### config.mk
export PLATFORM = sky130hd
export DESIGN_NAME = eeprom_ctrl
export DESIGN_NICKNAME = d
export VERILOG_FILES = /design/src/hw/eeprom_pkg.sv /design/src/hw/i2c_byte_tx.sv /design/src/hw/i2c_byte_rx.sv /design/src/hw/eeprom_seq.sv /design/src/hw/eeprom_ctrl.sv
export SDC_FILE = /design/constraint.sdc
export NUM_CORES = 1
export LEC_CHECK = 0
export BUFFER_PORTS_ARGS = -buffer_cell sky130_fd_sc_hd__clkbuf_2
export CAP_MARGIN = 20
export CORE_MARGIN = 5
export CORE_UTILIZATION = 35
export DETAILED_ROUTE_END_ITERATION = 10
export PLACE_DENSITY_LB_ADDON = 0.08
export SYNTH_ARGS = -nofsm -noshare
export SYNTH_HDL_FRONTEND = slang
export SYNTH_SLANG_ARGS = --single-unit
### constraint.sdc
create_clock -name CLK -period 3.1 [get_ports CLK]
set_input_delay 0.155 -clock CLK [delete_from_list [all_inputs] [get_ports CLK]]
set_output_delay 0.155 -clock CLK [all_outputs]
set_load 0.01 [all_outputs]
### src/hw/eeprom_pkg.sv
`default_nettype none

package eeprom_pkg;

    localparam int QTR_CYCLES = 2;   // CLK cycles per quarter of scl
    localparam int QCNT_W     = (QTR_CYCLES > 1) ? $clog2(QTR_CYCLES) : 1;

    localparam logic [3:0] DEV_CODE = 4'b1010;

    localparam int ADDR_W = 11;
    localparam int DATA_W = 8;
    localparam int BLK_W  = ADDR_W - DATA_W;

    // a single-byte read ends with a not-acknowledge
    localparam logic RD_ACK = 1'b0;

    // one-hot sequencer states
    localparam int NST = 10;
    localparam logic [NST-1:0] ST_IDLE   = 10'b00_0000_0001;
    localparam logic [NST-1:0] ST_START  = 10'b00_0000_0010;
    localparam logic [NST-1:0] ST_CTRL   = 10'b00_0000_0100;
    localparam logic [NST-1:0] ST_ADDR   = 10'b00_0000_1000;
    localparam logic [NST-1:0] ST_DATA   = 10'b00_0001_0000;
    localparam logic [NST-1:0] ST_RSTART = 10'b00_0010_0000;
    localparam logic [NST-1:0] ST_RCTRL  = 10'b00_0100_0000;
    localparam logic [NST-1:0] ST_READ   = 10'b00_1000_0000;
    localparam logic [NST-1:0] ST_STOP   = 10'b01_0000_0000;
    localparam logic [NST-1:0] ST_HSK    = 10'b10_0000_0000;

    typedef union packed {
        logic [DATA_W-1:0] raw;        // as shifted onto the bus
        struct packed {
            logic [3:0]       dev_code;
            logic [BLK_W-1:0] block;   // addr[10:8]
            logic             rw;
        } fields;
    } ctrl_byte_u;

endpackage

`default_nettype wire

### src/hw/i2c_byte_tx.sv
`timescale 1ns/1ps
`default_nettype none

module i2c_byte_tx import eeprom_pkg::*;
(
    input  wire              CLK,
    input  wire              RESET,
    input  wire              q_low_mid,
    input  wire              q_high_mid,
    input  wire              tx_go,
    input  wire [DATA_W-1:0] tx_byte,
    input  wire              sda_in,
    output logic             tx_low,
    output logic             tx_done,
    output logic             tx_nack
);

    logic [DATA_W-1:0] shreg;
    logic [3:0]        bit_cnt;   // bits started so far
    logic              active;
    logic              data_bit;

    assign data_bit = (bit_cnt < 4'(DATA_W));

    always_ff @(posedge CLK)
    begin
        if (tx_go)
            shreg <= tx_byte;
        else if (active && q_low_mid && data_bit)
            shreg <= {shreg[DATA_W-2:0], 1'b0};
    end

    always_ff @(posedge CLK)
    begin
        if (RESET)
        begin
            active  <= 1'b0;
            bit_cnt <= '0;
            tx_low  <= 1'b0;
            tx_done <= 1'b0;
            tx_nack <= 1'b0;
        end
        else
        begin
            tx_done <= 1'b0;
            if (tx_go)
            begin
                active  <= 1'b1;
                bit_cnt <= '0;
            end
            else if (active && q_low_mid)
            begin
                tx_low  <= data_bit && !shreg[DATA_W-1];   // ninth bit released
                bit_cnt <= bit_cnt + 4'd1;
            end
            else if (active && q_high_mid && bit_cnt == 4'(DATA_W + 1))
            begin
                tx_nack <= sda_in;   // high means nobody acknowledged
                tx_done <= 1'b1;
                active  <= 1'b0;
            end
        end
    end

endmodule

`default_nettype wire

### src/hw/i2c_byte_rx.sv
`timescale 1ns/1ps
`default_nettype none

module i2c_byte_rx import eeprom_pkg::*;
(
    input  wire               CLK,
    input  wire               RESET,
    input  wire               q_low_mid,
    input  wire               q_high_mid,
    input  wire               rx_go,
    input  wire               sda_in,
    output logic              rx_low,
    output logic              rx_done,
    output logic [DATA_W-1:0] rx_byte
);

    logic [3:0] bit_cnt;   // bits sampled so far
    logic       active;
    logic       data_bit;

    assign data_bit = (bit_cnt < 4'(DATA_W));

    // msb arrives first
    always_ff @(posedge CLK)
    begin
        if (active && q_high_mid && data_bit)
            rx_byte <= {rx_byte[DATA_W-2:0], sda_in};
    end

    always_ff @(posedge CLK)
    begin
        if (RESET)
        begin
            active  <= 1'b0;
            bit_cnt <= '0;
            rx_low  <= 1'b0;
            rx_done <= 1'b0;
        end
        else
        begin
            rx_done <= 1'b0;
            if (q_low_mid)
                rx_low <= active && !data_bit && RD_ACK;   // master ack bit
            if (rx_go)
            begin
                active  <= 1'b1;
                bit_cnt <= '0;
            end
            else if (active && q_high_mid)
            begin
                if (data_bit)
                    bit_cnt <= bit_cnt + 4'd1;
                else
                begin
                    rx_done <= 1'b1;
                    active  <= 1'b0;
                end
            end
        end
    end

endmodule

`default_nettype wire

### src/hw/eeprom_seq.sv
`timescale 1ns/1ps
`default_nettype none

module eeprom_seq import eeprom_pkg::*;
(
    input  wire               CLK,
    input  wire               RESET,
    input  wire               req,
    input  wire               wr,
    input  wire  [ADDR_W-1:0] addr,
    input  wire  [DATA_W-1:0] wdata,
    input  wire               sda_in,
    output logic              ack,
    output logic [DATA_W-1:0] rdata,
    output logic              nack_err,
    output logic              scl,
    output logic              sda_low,
    output logic              q_low_mid,
    output logic              q_high_mid,
    output logic              tx_go,
    output logic [DATA_W-1:0] tx_byte,
    output logic              rx_go,
    input  wire               tx_done,
    input  wire               tx_nack,
    input  wire               tx_low,
    input  wire               rx_done,
    input  wire  [DATA_W-1:0] rx_byte,
    input  wire               rx_low
);

    logic [NST-1:0]    state;
    logic [1:0]        phase;   // quarter of the bit, scl high in 2 and 3
    logic [QCNT_W-1:0] qcnt;
    logic              q_last;
    logic              busy;
    logic              seq_low;
    ctrl_byte_u        cb;

    assign busy       = (state != ST_IDLE) && (state != ST_HSK);
    assign q_last     = (qcnt == QCNT_W'(QTR_CYCLES - 1));
    assign q_low_mid  = busy && q_last && (phase == 2'd0);
    assign q_high_mid = busy && q_last && (phase == 2'd2);
    assign scl        = !busy || phase[1];   // parked high between transfers
    assign sda_low    = seq_low || tx_low || rx_low;

    always_ff @(posedge CLK)
    begin
        if (RESET || !busy)
        begin
            phase <= 2'd0;
            qcnt  <= '0;
        end
        else if (q_last)
        begin
            phase <= phase + 2'd1;
            qcnt  <= '0;
        end
        else
            qcnt <= qcnt + 1'b1;
    end

    always_comb
    begin
        cb.fields.dev_code = DEV_CODE;
        cb.fields.block    = addr[ADDR_W-1:DATA_W];
        cb.fields.rw       = (state == ST_RCTRL);
    end

    always_comb
    begin
        case (state)
            ST_ADDR: tx_byte = addr[DATA_W-1:0];
            ST_DATA: tx_byte = wdata;
            default: tx_byte = cb.raw;   // write or read control byte
        endcase
    end

    // start: released while scl low, pulled at mid high
    // stop: pulled while scl low, released at mid high
    always_ff @(posedge CLK)
    begin
        if (RESET)
            seq_low <= 1'b0;
        else if (q_low_mid)
            seq_low <= (state == ST_STOP);
        else if (q_high_mid)
            seq_low <= (state == ST_START) || (state == ST_RSTART);
    end

    always_ff @(posedge CLK)
    begin
        if (state == ST_READ && rx_done)
            rdata <= rx_byte;
    end

    always_ff @(posedge CLK)
    begin
        if (RESET)
        begin
            state    <= ST_IDLE;
            ack      <= 1'b0;
            nack_err <= 1'b0;
            tx_go    <= 1'b0;
            rx_go    <= 1'b0;
        end
        else
        begin
            tx_go <= 1'b0;
            rx_go <= 1'b0;
            if (tx_done && tx_nack)
            begin
                nack_err <= 1'b1;   // slave silent, finish with a stop
                state    <= ST_STOP;
            end
            else
            begin
                case (state)
                    ST_IDLE:
                    begin
                        if (req && sda_in)   // wait for a free bus
                        begin
                            nack_err <= 1'b0;
                            state    <= ST_START;
                        end
                    end
                    ST_START:
                    begin
                        if (q_high_mid)
                        begin
                            tx_go <= 1'b1;
                            state <= ST_CTRL;
                        end
                    end
                    ST_CTRL:
                    begin
                        if (tx_done)
                        begin
                            tx_go <= 1'b1;
                            state <= ST_ADDR;
                        end
                    end
                    ST_ADDR:
                    begin
                        if (tx_done && wr)
                        begin
                            tx_go <= 1'b1;
                            state <= ST_DATA;
                        end
                        else if (tx_done)
                            state <= ST_RSTART;
                    end
                    ST_DATA:
                    begin
                        if (tx_done)
                            state <= ST_STOP;
                    end
                    ST_RSTART:
                    begin
                        if (q_high_mid)
                        begin
                            tx_go <= 1'b1;
                            state <= ST_RCTRL;
                        end
                    end
                    ST_RCTRL:
                    begin
                        if (tx_done)
                        begin
                            rx_go <= 1'b1;
                            state <= ST_READ;
                        end
                    end
                    ST_READ:
                    begin
                        if (rx_done)
                            state <= ST_STOP;
                    end
                    ST_STOP:
                    begin
                        if (q_high_mid)
                        begin
                            ack   <= 1'b1;
                            state <= ST_HSK;
                        end
                    end
                    ST_HSK:
                    begin
                        if (!req)
                        begin
                            ack   <= 1'b0;
                            state <= ST_IDLE;
                        end
                    end
                    default: state <= ST_IDLE;
                endcase
            end
        end
    end

endmodule

`default_nettype wire

### src/hw/eeprom_ctrl.sv
`timescale 1ns/1ps
`default_nettype none

module eeprom_ctrl import eeprom_pkg::*;
(
    input  wire               CLK,
    input  wire               RESET,
    input  wire               req,
    input  wire               wr,
    input  wire  [ADDR_W-1:0] addr,
    input  wire  [DATA_W-1:0] wdata,
    output logic              ack,
    output logic [DATA_W-1:0] rdata,
    output logic              nack_err,
    output logic              scl,
    output logic              sda_low,
    input  wire               sda_in
);

    logic              q_low_mid;
    logic              q_high_mid;
    logic              tx_go;
    logic [DATA_W-1:0] tx_byte;
    logic              tx_done;
    logic              tx_nack;
    logic              tx_low;
    logic              rx_go;
    logic              rx_done;
    logic [DATA_W-1:0] rx_byte;
    logic              rx_low;

    eeprom_seq u_seq (
        .CLK(CLK), .RESET(RESET),
        .req(req), .wr(wr), .addr(addr), .wdata(wdata), .sda_in(sda_in),
        .ack(ack), .rdata(rdata), .nack_err(nack_err),
        .scl(scl), .sda_low(sda_low),
        .q_low_mid(q_low_mid), .q_high_mid(q_high_mid),
        .tx_go(tx_go), .tx_byte(tx_byte), .rx_go(rx_go),
        .tx_done(tx_done), .tx_nack(tx_nack), .tx_low(tx_low),
        .rx_done(rx_done), .rx_byte(rx_byte), .rx_low(rx_low)
    );

    i2c_byte_tx u_tx (
        .CLK(CLK), .RESET(RESET),
        .q_low_mid(q_low_mid), .q_high_mid(q_high_mid),
        .tx_go(tx_go), .tx_byte(tx_byte), .sda_in(sda_in),
        .tx_low(tx_low), .tx_done(tx_done), .tx_nack(tx_nack)
    );

    i2c_byte_rx u_rx (
        .CLK(CLK), .RESET(RESET),
        .q_low_mid(q_low_mid), .q_high_mid(q_high_mid),
        .rx_go(rx_go), .sda_in(sda_in),
        .rx_low(rx_low), .rx_done(rx_done), .rx_byte(rx_byte)
    );

endmodule

`default_nettype wire

==> impl_results.md, run 1 <==
- Min-delay worst type: input port to register
- Most frequent cells after synthesis: dfxtp_1 (32), nor2_1 (31), edfxtp_1 (24)
- Clk slew on worst S/H paths: 0.10 ns
- VDD IR max: 201 uV
- First-pass GRT wire length: 9.86 mm
- Post-route DRC: 0
- Mapped Avg Cell Area: 10.0 sq um
- Largest net degree at the start of global routing: 25
- Gate power share: 0.113
- Layout net count: 324
- Row count: 31
- Number of synthesized flops with an enable pin: 24
- Crit Path Class: register to register
- Primary FF master, synth: dfxtp_1
- # Post-CTS Setup Buffers: 0
- Via count of the first global-routing pass: 1,977
- Distinct cell type count after synthesis: 51
- Cts hold-fix bufs: 0
- DR vias: 2,013
- GR Util met1: 0.175
- Met2 Use GR: 0.198
- Synth async-reset ratio: 0
- Pre-CTS WS: 0.634 ns
- Layout cell share with drive strength beyond 1: 0.203
- Least-Margin Pin Slew: 0.853 ns
- Ranking of synthesized cells by area: edfxtp_1 (27%), dfxtp_1 (24%), nor2_1 (4.4%)
- Period utilization: 0.803
- Pwr dens: 455 mW/mm^2
- Slew HR: 0.429
- Fmax: 0.402 GHz
- CTS-repair resized insts: 0
- Leakage: 1.12 nW
- Total of max-cap violations: 0
- Int Power: 0.00100 W
- H-tree Lvls: 2
- Largest area contributor in the netlist: edfxtp_1
- Most common cell in the synthesized netlist: dfxtp_1
- Met3 usage: 0.0273
- Clock power share: 0.309
- Synth Warn #: 0
- Gate Count Post-Synth: 267
- Initial antenna violation count: 0
- GRT Overall Usage: 0.126
- Initial DRC Count: 94
- # setup viols final: 0
- DRT Pass-1 Iters: 4
- Setup WS post-layout: 0.611 ns
- GRT busiest layer: met2
- Switch share: 0.267
- Critical path arrival: 2.72 ns
- Overflow after GRT: 0
- Worst Path Max Fanout: 13
- DR vias/cell: 5.10
- Root Buffer: clkbuf_8
- Synth Register Bits: 56
- Avg WL per Cell: 14.9 um
- Placer Congestion: 0.899
- Setup TNS: 0 ns
- CTS Buf Count: 5
- Post-DP HPWL: 4.21 mm
- Final wirelength: 5.90 mm
- Routed Antenna Nets: 0
- Net Sw Power: 0.000365 W
- Status: completed
- CTS tree: built
- Top-area cell type share of the netlist area: 0.270
- Slew Viols, Final: 0
- Fin crit period: 2.49 ns
- # diodes: 0
- Area grow syn2layout: 12.4%
- Number of hold violations in the final report: 0
- Part of the Yosys area used for sequential elements: 0.510
- Clock Tree Buf Depth: 2
- Required time worst endpoint: 3.34 ns
- Die Area: 0.00948 sq mm
- Net count after synthesis: 296
- Clock latency on the worst-skew pair: 0.31 ns
- Cell Area, Synth: 0.00267 sq mm
- Area of the multi-input gates: 0.00119 sq mm
- Clock Skew: 0.00688 ns
- Filler cells: 741
- Chip width: 97.4 um
- RSZ-0062 raised after global routing: no
- Area of the core: 0.00733 sq mm
- Ports: 36
- I/O Buffers: 35
- Startpoint types: register
- CTS sink count: 56
- Tot Pwr: 0.00137 W
- CP Capture Type: register
- Sequential cell fraction of total power: 0.579
- FF+latch area: 0.00136 sq mm
- Initial Util: 0.364
- Die Span Y: 97.4 um
cells by family (layout without fill, tap and decap cells):
family	count (synthesis)	count (layout)	synth area share
simple gates	116	116	0.242
flops	56	56	0.510
compound gates	47	47	0.119
buf+inv	25	54	0.0431
xor+xnor	10	10	0.0328
mux	8	8	0.0300
fa+ha+maj	5	5	0.0234
power groups by stage:
| stage | combinational [W] | sequential, W | clock, W |
|---|---|---|---|
| 2_1_floorplan | 0.000133 | 0.000790 | 0 |
| 3_3_place_gp | 0.000158 | 0.000805 | 0 |
| 3_5_place_dp | 0.000154 | 0.000805 | 0 |
| 4_1_cts | 0.000154 | 0.000789 | 0.000448 |
| 5_1_grt | 0.000174 | 0.000792 | 0.000470 |
| 6_report | 0.000154 | 0.000790 | 0.000422 |
per-layer routing:
layer | routed length (um) | share of wire
met1 | 2900 | 0.49
met5 | 0 | 0
met4 | 65 | 0.011
met2 | 2690 | 0.46
met3 | 242 | 0.041
layout make-up:
type / count / area share
tap: 99 / 0.0413
clock inverter: 3 / 0.00834
inverter: 8 / 0.0100
sequential: 56 / 0.454
clock buffer: 5 / 0.0229
multi-input combinational: 186 / 0.398
timing repair buffer: 38 / 0.0659
path summary, 6_finish.rpt:
| path | start | endpoint | slack [ns] | cells past startpoint |
|---|---|---|---|---|
| max | u_seq.state[3]$_SDFFE_PP0P_ | u_rx.bit_cnt[3]$_SDFFE_PP0P_ | 0.61 | 6 |
| min | sda_in | u_rx.rx_byte[0]$_DFFE_PP_ | 0.08 | 1 |
| min reg2reg | u_rx.rx_byte[7]$_DFFE_PP_ | u_seq.rdata[7]$_DFFE_PP_ | 0.45 | 0 |
| max reg2reg | u_seq.state[3]$_SDFFE_PP0P_ | u_rx.bit_cnt[3]$_SDFFE_PP0P_ | 0.61 | 6 |
stage by stage:
step | util | hold slack [ns] | area [sq um] | instances
floorplan | - | 0.234 | 2670 | 267
global placement | 0.397 | 0.404 | 2910 | 387
detailed placement | 0.397 | 0.407 | 2910 | 387
CTS | 0.409 | 0.0701 | 3000 | 395
global route | 0.409 | 0.0779 | 3000 | 395
finish | 0.409 | 0.0821 | 3000 | 395
critical path: stages (launching register included):
cell	delay (ns)
dfxtp_1	0.63
nor4_4	0.15
nand4_1	0.22
nand3_1	0.27
nor3b_2	0.77
a41oi_1	0.19
nor3_1	0.17
placed cells by master, fill, tap and decap left out, types with 2 or more instances in the layout:
cell,netlist,layout
or4_4,2,2
nand2b_1,3,3
nor4b_1,3,3
a22o_1,2,2
nand3_1,7,7
nor4_4,2,2
inv_6,0,2
edfxtp_1,24,24
mux2i_1,8,8
and2_1,4,4
nand4_1,7,7
a31oi_1,4,4
a21oi_1,17,17
dfxtp_1,32,32
and3_1,2,2
o21ai_1,2,2
o21ai_0,4,4
nor2_1,31,31
nor3_1,16,16
nand2_1,20,20
or2_2,3,3
inv_1,8,8
a22oi_1,6,6
clkbuf_2,0,35
xnor2_1,4,4
buf_4,1,3
nor4_1,6,6
clkbuf_8,0,5
and3b_1,2,2
ha_1,5,5
xor2_1,6,6
flip-flops by register name, summed over array words and instances (netlist names):
signal          cells
u_rx.rx_byte        8
u_seq.rdata         8
u_tx.tx_nack        1
u_rx.active         1
u_seq.state        10
u_tx.bit_cnt        4
u_seq.phase         2
u_tx.shreg          8
u_seq.ack           1
u_tx.tx_done        1
u_tx.active         1
u_seq.nack_err      1
u_tx.tx_low         1
u_rx.rx_done        1
u_seq.q_last        1
u_seq.rx_go         1
u_seq.seq_low       1
u_rx.bit_cnt        4
u_seq.tx_go         1
No activity file was read; power rests on OpenSTA's default activity.
==> run 2: changes to the inputs <==
==> constraint.sdc (replaced) <==
create_clock -name CLK -period 2.3 [get_ports CLK]
set_input_delay 0.115 -clock CLK [delete_from_list [all_inputs] [get_ports CLK]]
set_output_delay 0.115 -clock CLK [all_outputs]
set_load 0.01 [all_outputs]
==> impl_results.md, run 2 (synthesis gave the netlist of run 1 again) <==
- Chip width: 97.4 um (unchanged)
- Slowest CP cell: or4_4
- GRT Overall Usage: 0.131 (+0.00597)
- R2r endpoint: u_tx.shreg[7]$_DFFE_PP_
- Required time worst endpoint: 2.48 ns (-0.86 ns)
- Hold path depth: 1 (unchanged)
- Non-Filler Instances: 422 (+6.8%)
- Cell family with most CP delay: simple AND/OR/NAND/NOR gates
- Fin crit period: 2.12 ns (-0.372 ns)
- Via count of the first global-routing pass: 2,139 (+8.2%)
- Post-DP HPWL: 4.50 mm (+6.9%)
- # setup viols final: 0 (unchanged)
- First-pass GRT wire length: 10.3 mm (+4.5%)
- Pwr dens: 611 mW/mm^2 (+34%)
- Gate power share: 0.134 (+0.021)
- # Post-CTS Setup Buffers: 0 (unchanged)
- Post-route DRC: 0 (unchanged)
- DR vias/cell: 4.98 (-2.2%)
- Min-delay worst type: input port to register
- Avg WL per Cell: 14.2 um (-4.9%)
- H-tree Lvls: 2 (unchanged)
- Most common cell after layout, fill and taps aside: clkbuf_2
- Cts hold-fix bufs: 0 (unchanged)
- Fmax: 0.472 GHz (+18%)
- Flop2flop setup slack: 0.18 ns (-0.43 ns)
- Largest net degree at the start of global routing: 23 (-8.0%)
- Crit Path Class: register to register
- Final wirelength: 6.00 mm (+1.6%)
- DRT Pass-1 Iters: 4 (unchanged)
- CTS sink count: 56 (unchanged)
- Root Buffer: clkbuf_8
- Initial Util: 0.364 (unchanged)
- Hold_sp: sda_in
- Period utilization: 0.920 (+0.117)
- Layout net count: 351 (+8.3%)
- Reg2Reg Depth: 7 (+1)
- Slew Viols, Final: 0 (unchanged)
- Slew HR: 0.630 (+0.201)
- RR Startpoint: u_seq.state[1]$_SDFFE_PP0P_
- Total of max-cap violations: 0 (unchanged)
- Overflow after GRT: 0 (unchanged)
- Dpl cells: 414 (+7.0%)
- CTS-repair resized insts: 0 (unchanged)
- CTS Buf Count: 5 (unchanged)
- Status: completed
- Die Span Y: 97.4 um (unchanged)
- Worst Hold End: u_rx.rx_byte[0]$_DFFE_PP_
- Initial DRC Count: 98 (+4.3%)
- Setup TNS: 0 ns (unchanged)
- Worst Path Max Fanout: 7 (-6)
- Most flop-heavy register: u_seq.state
- Critical path arrival: 2.30 ns (-0.42 ns)
- Commonest non-fill, non-tap cells in the layout: clkbuf_2 (35), dfxtp_1 (32), nor2_1 (31)
- Area grow syn2layout: 21.1%
- Clk slew on worst S/H paths: 0.10 ns (about the same)
- VDD IR max: 243 uV (+21%)
- Routed Antenna Nets: 0 (unchanged)
- Ports: 36 (unchanged)
- Int Power: 0.00149 W (+48%)
- Finished layout cell area: 0.00323 sq mm (+7.8%)
- Switch share: 0.248 (-0.0189)
- Clock latency on the worst-skew pair: 0.31 ns (about the same)
- CP Capture Type: register
- Clock power share: 0.336 (+0.027)
- Least-Margin Pin Slew: 0.554 ns (-0.299 ns)
- Crit-path max cell delay: 0.61 ns (-0.16 ns)
- Number of hold violations in the final report: 0 (unchanged)
- CTS tree: built
- Row count: 31 (unchanged)
- RSZ-0062 raised after global routing: no
- Net Sw Power: 0.000491 W (+34%)
- Max reg flops: 10 (unchanged)
- CP Buf/Inv Count: 1 (+1)
- Leakage: 1.27 nW (+13%)
- Sequential cell fraction of total power: 0.530 (-0.049)
- I/O Buffers: 35 (unchanged)
- Initial antenna violation count: 0 (unchanged)
- Layout cell share with drive strength beyond 1: 0.266 (+0.0636)
- Area of the core: 0.00733 sq mm (unchanged)
- Die Area: 0.00948 sq mm (unchanged)
- Clock Tree Buf Depth: 2 (unchanged)
- # diodes: 0 (unchanged)
- Placer Congestion: 0.849 (-5.5%)
- CP Cell Sequence: or4_4, nor4_2, and3b_1, buf_4, a22o_1, nor2_1, a21oi_1
- Clock Skew: 0.00757 ns (+0.000686 ns)
- DR vias: 2,103 (+4.5%)
- Placed Area: 0.00312 sq mm (+7.4%)
- Startpoint types: register
==> run 2: routing by layer <==
metal  vias up  global-route usage  wire length (um)
met2        28               0.205              2800
met5         -                   0                 0
met4         0              0.0415                80
met3         8              0.0258               200
met1       985               0.184              2920
li1       1082                   -                 -
==> run 2: worst max path at each step <==
stage,cells past startpoint,start,to,slack [ns]
after floorplan,7,u_seq.state[5]$_SDFFE_PP0P_,u_rx.bit_cnt[1]$_SDFFE_PP0P_,0.14
after global placement,7,u_seq.state[9]$_SDFFE_PP0P_,u_seq.rdata[7]$_DFFE_PP_,0.23
after detailed placement,7,u_seq.state[1]$_SDFFE_PP0P_,u_tx.shreg[7]$_DFFE_PP_,0.21
after CTS,7,u_seq.state[1]$_SDFFE_PP0P_,u_tx.shreg[7]$_DFFE_PP_,0.19
after global routing,7,u_seq.state[1]$_SDFFE_PP0P_,u_tx.shreg[5]$_DFFE_PP_,0.06
final,7,u_seq.state[1]$_SDFFE_PP0P_,u_tx.shreg[7]$_DFFE_PP_,0.18
==> run 2: metrics by stage <==
step	hold WS, ns	total power (W)	worst slack [ns]	util
global placement	0.382	0.00134	0.229	0.426
global route	0.0536	0.00206	0.0598	0.441
CTS	0.0570	0.00200	0.193	0.441
floorplan	0.194	0.00124	0.139	-
finish	0.0707	0.00198	0.183	0.441
detailed placement	0.384	0.00134	0.208	0.426
==> run 2: cell type report <==
cell class                 instances  area [sq um]
sequential                        56          1360
tap                               99           124
fill                             737          4100
clock buffer                       6          72.6
inverter                           8          30.0
clock inverter                     2          38.8
multi-input combinational        186          1190
timing repair buffer              65           413
==> run 2: power by group through the flow <==
| stage | registers (W) | clock network [W] | logic, W |
|---|---|---|---|
| global placement | 0.00107 | 0 | 0.000271 |
| CTS | 0.00105 | 0.000688 | 0.000267 |
| global route | 0.00105 | 0.000722 | 0.000293 |
| detailed placement | 0.00107 | 0 | 0.000266 |
| finish | 0.00105 | 0.000664 | 0.000265 |
| floorplan | 0.00106 | 0 | 0.000180 |
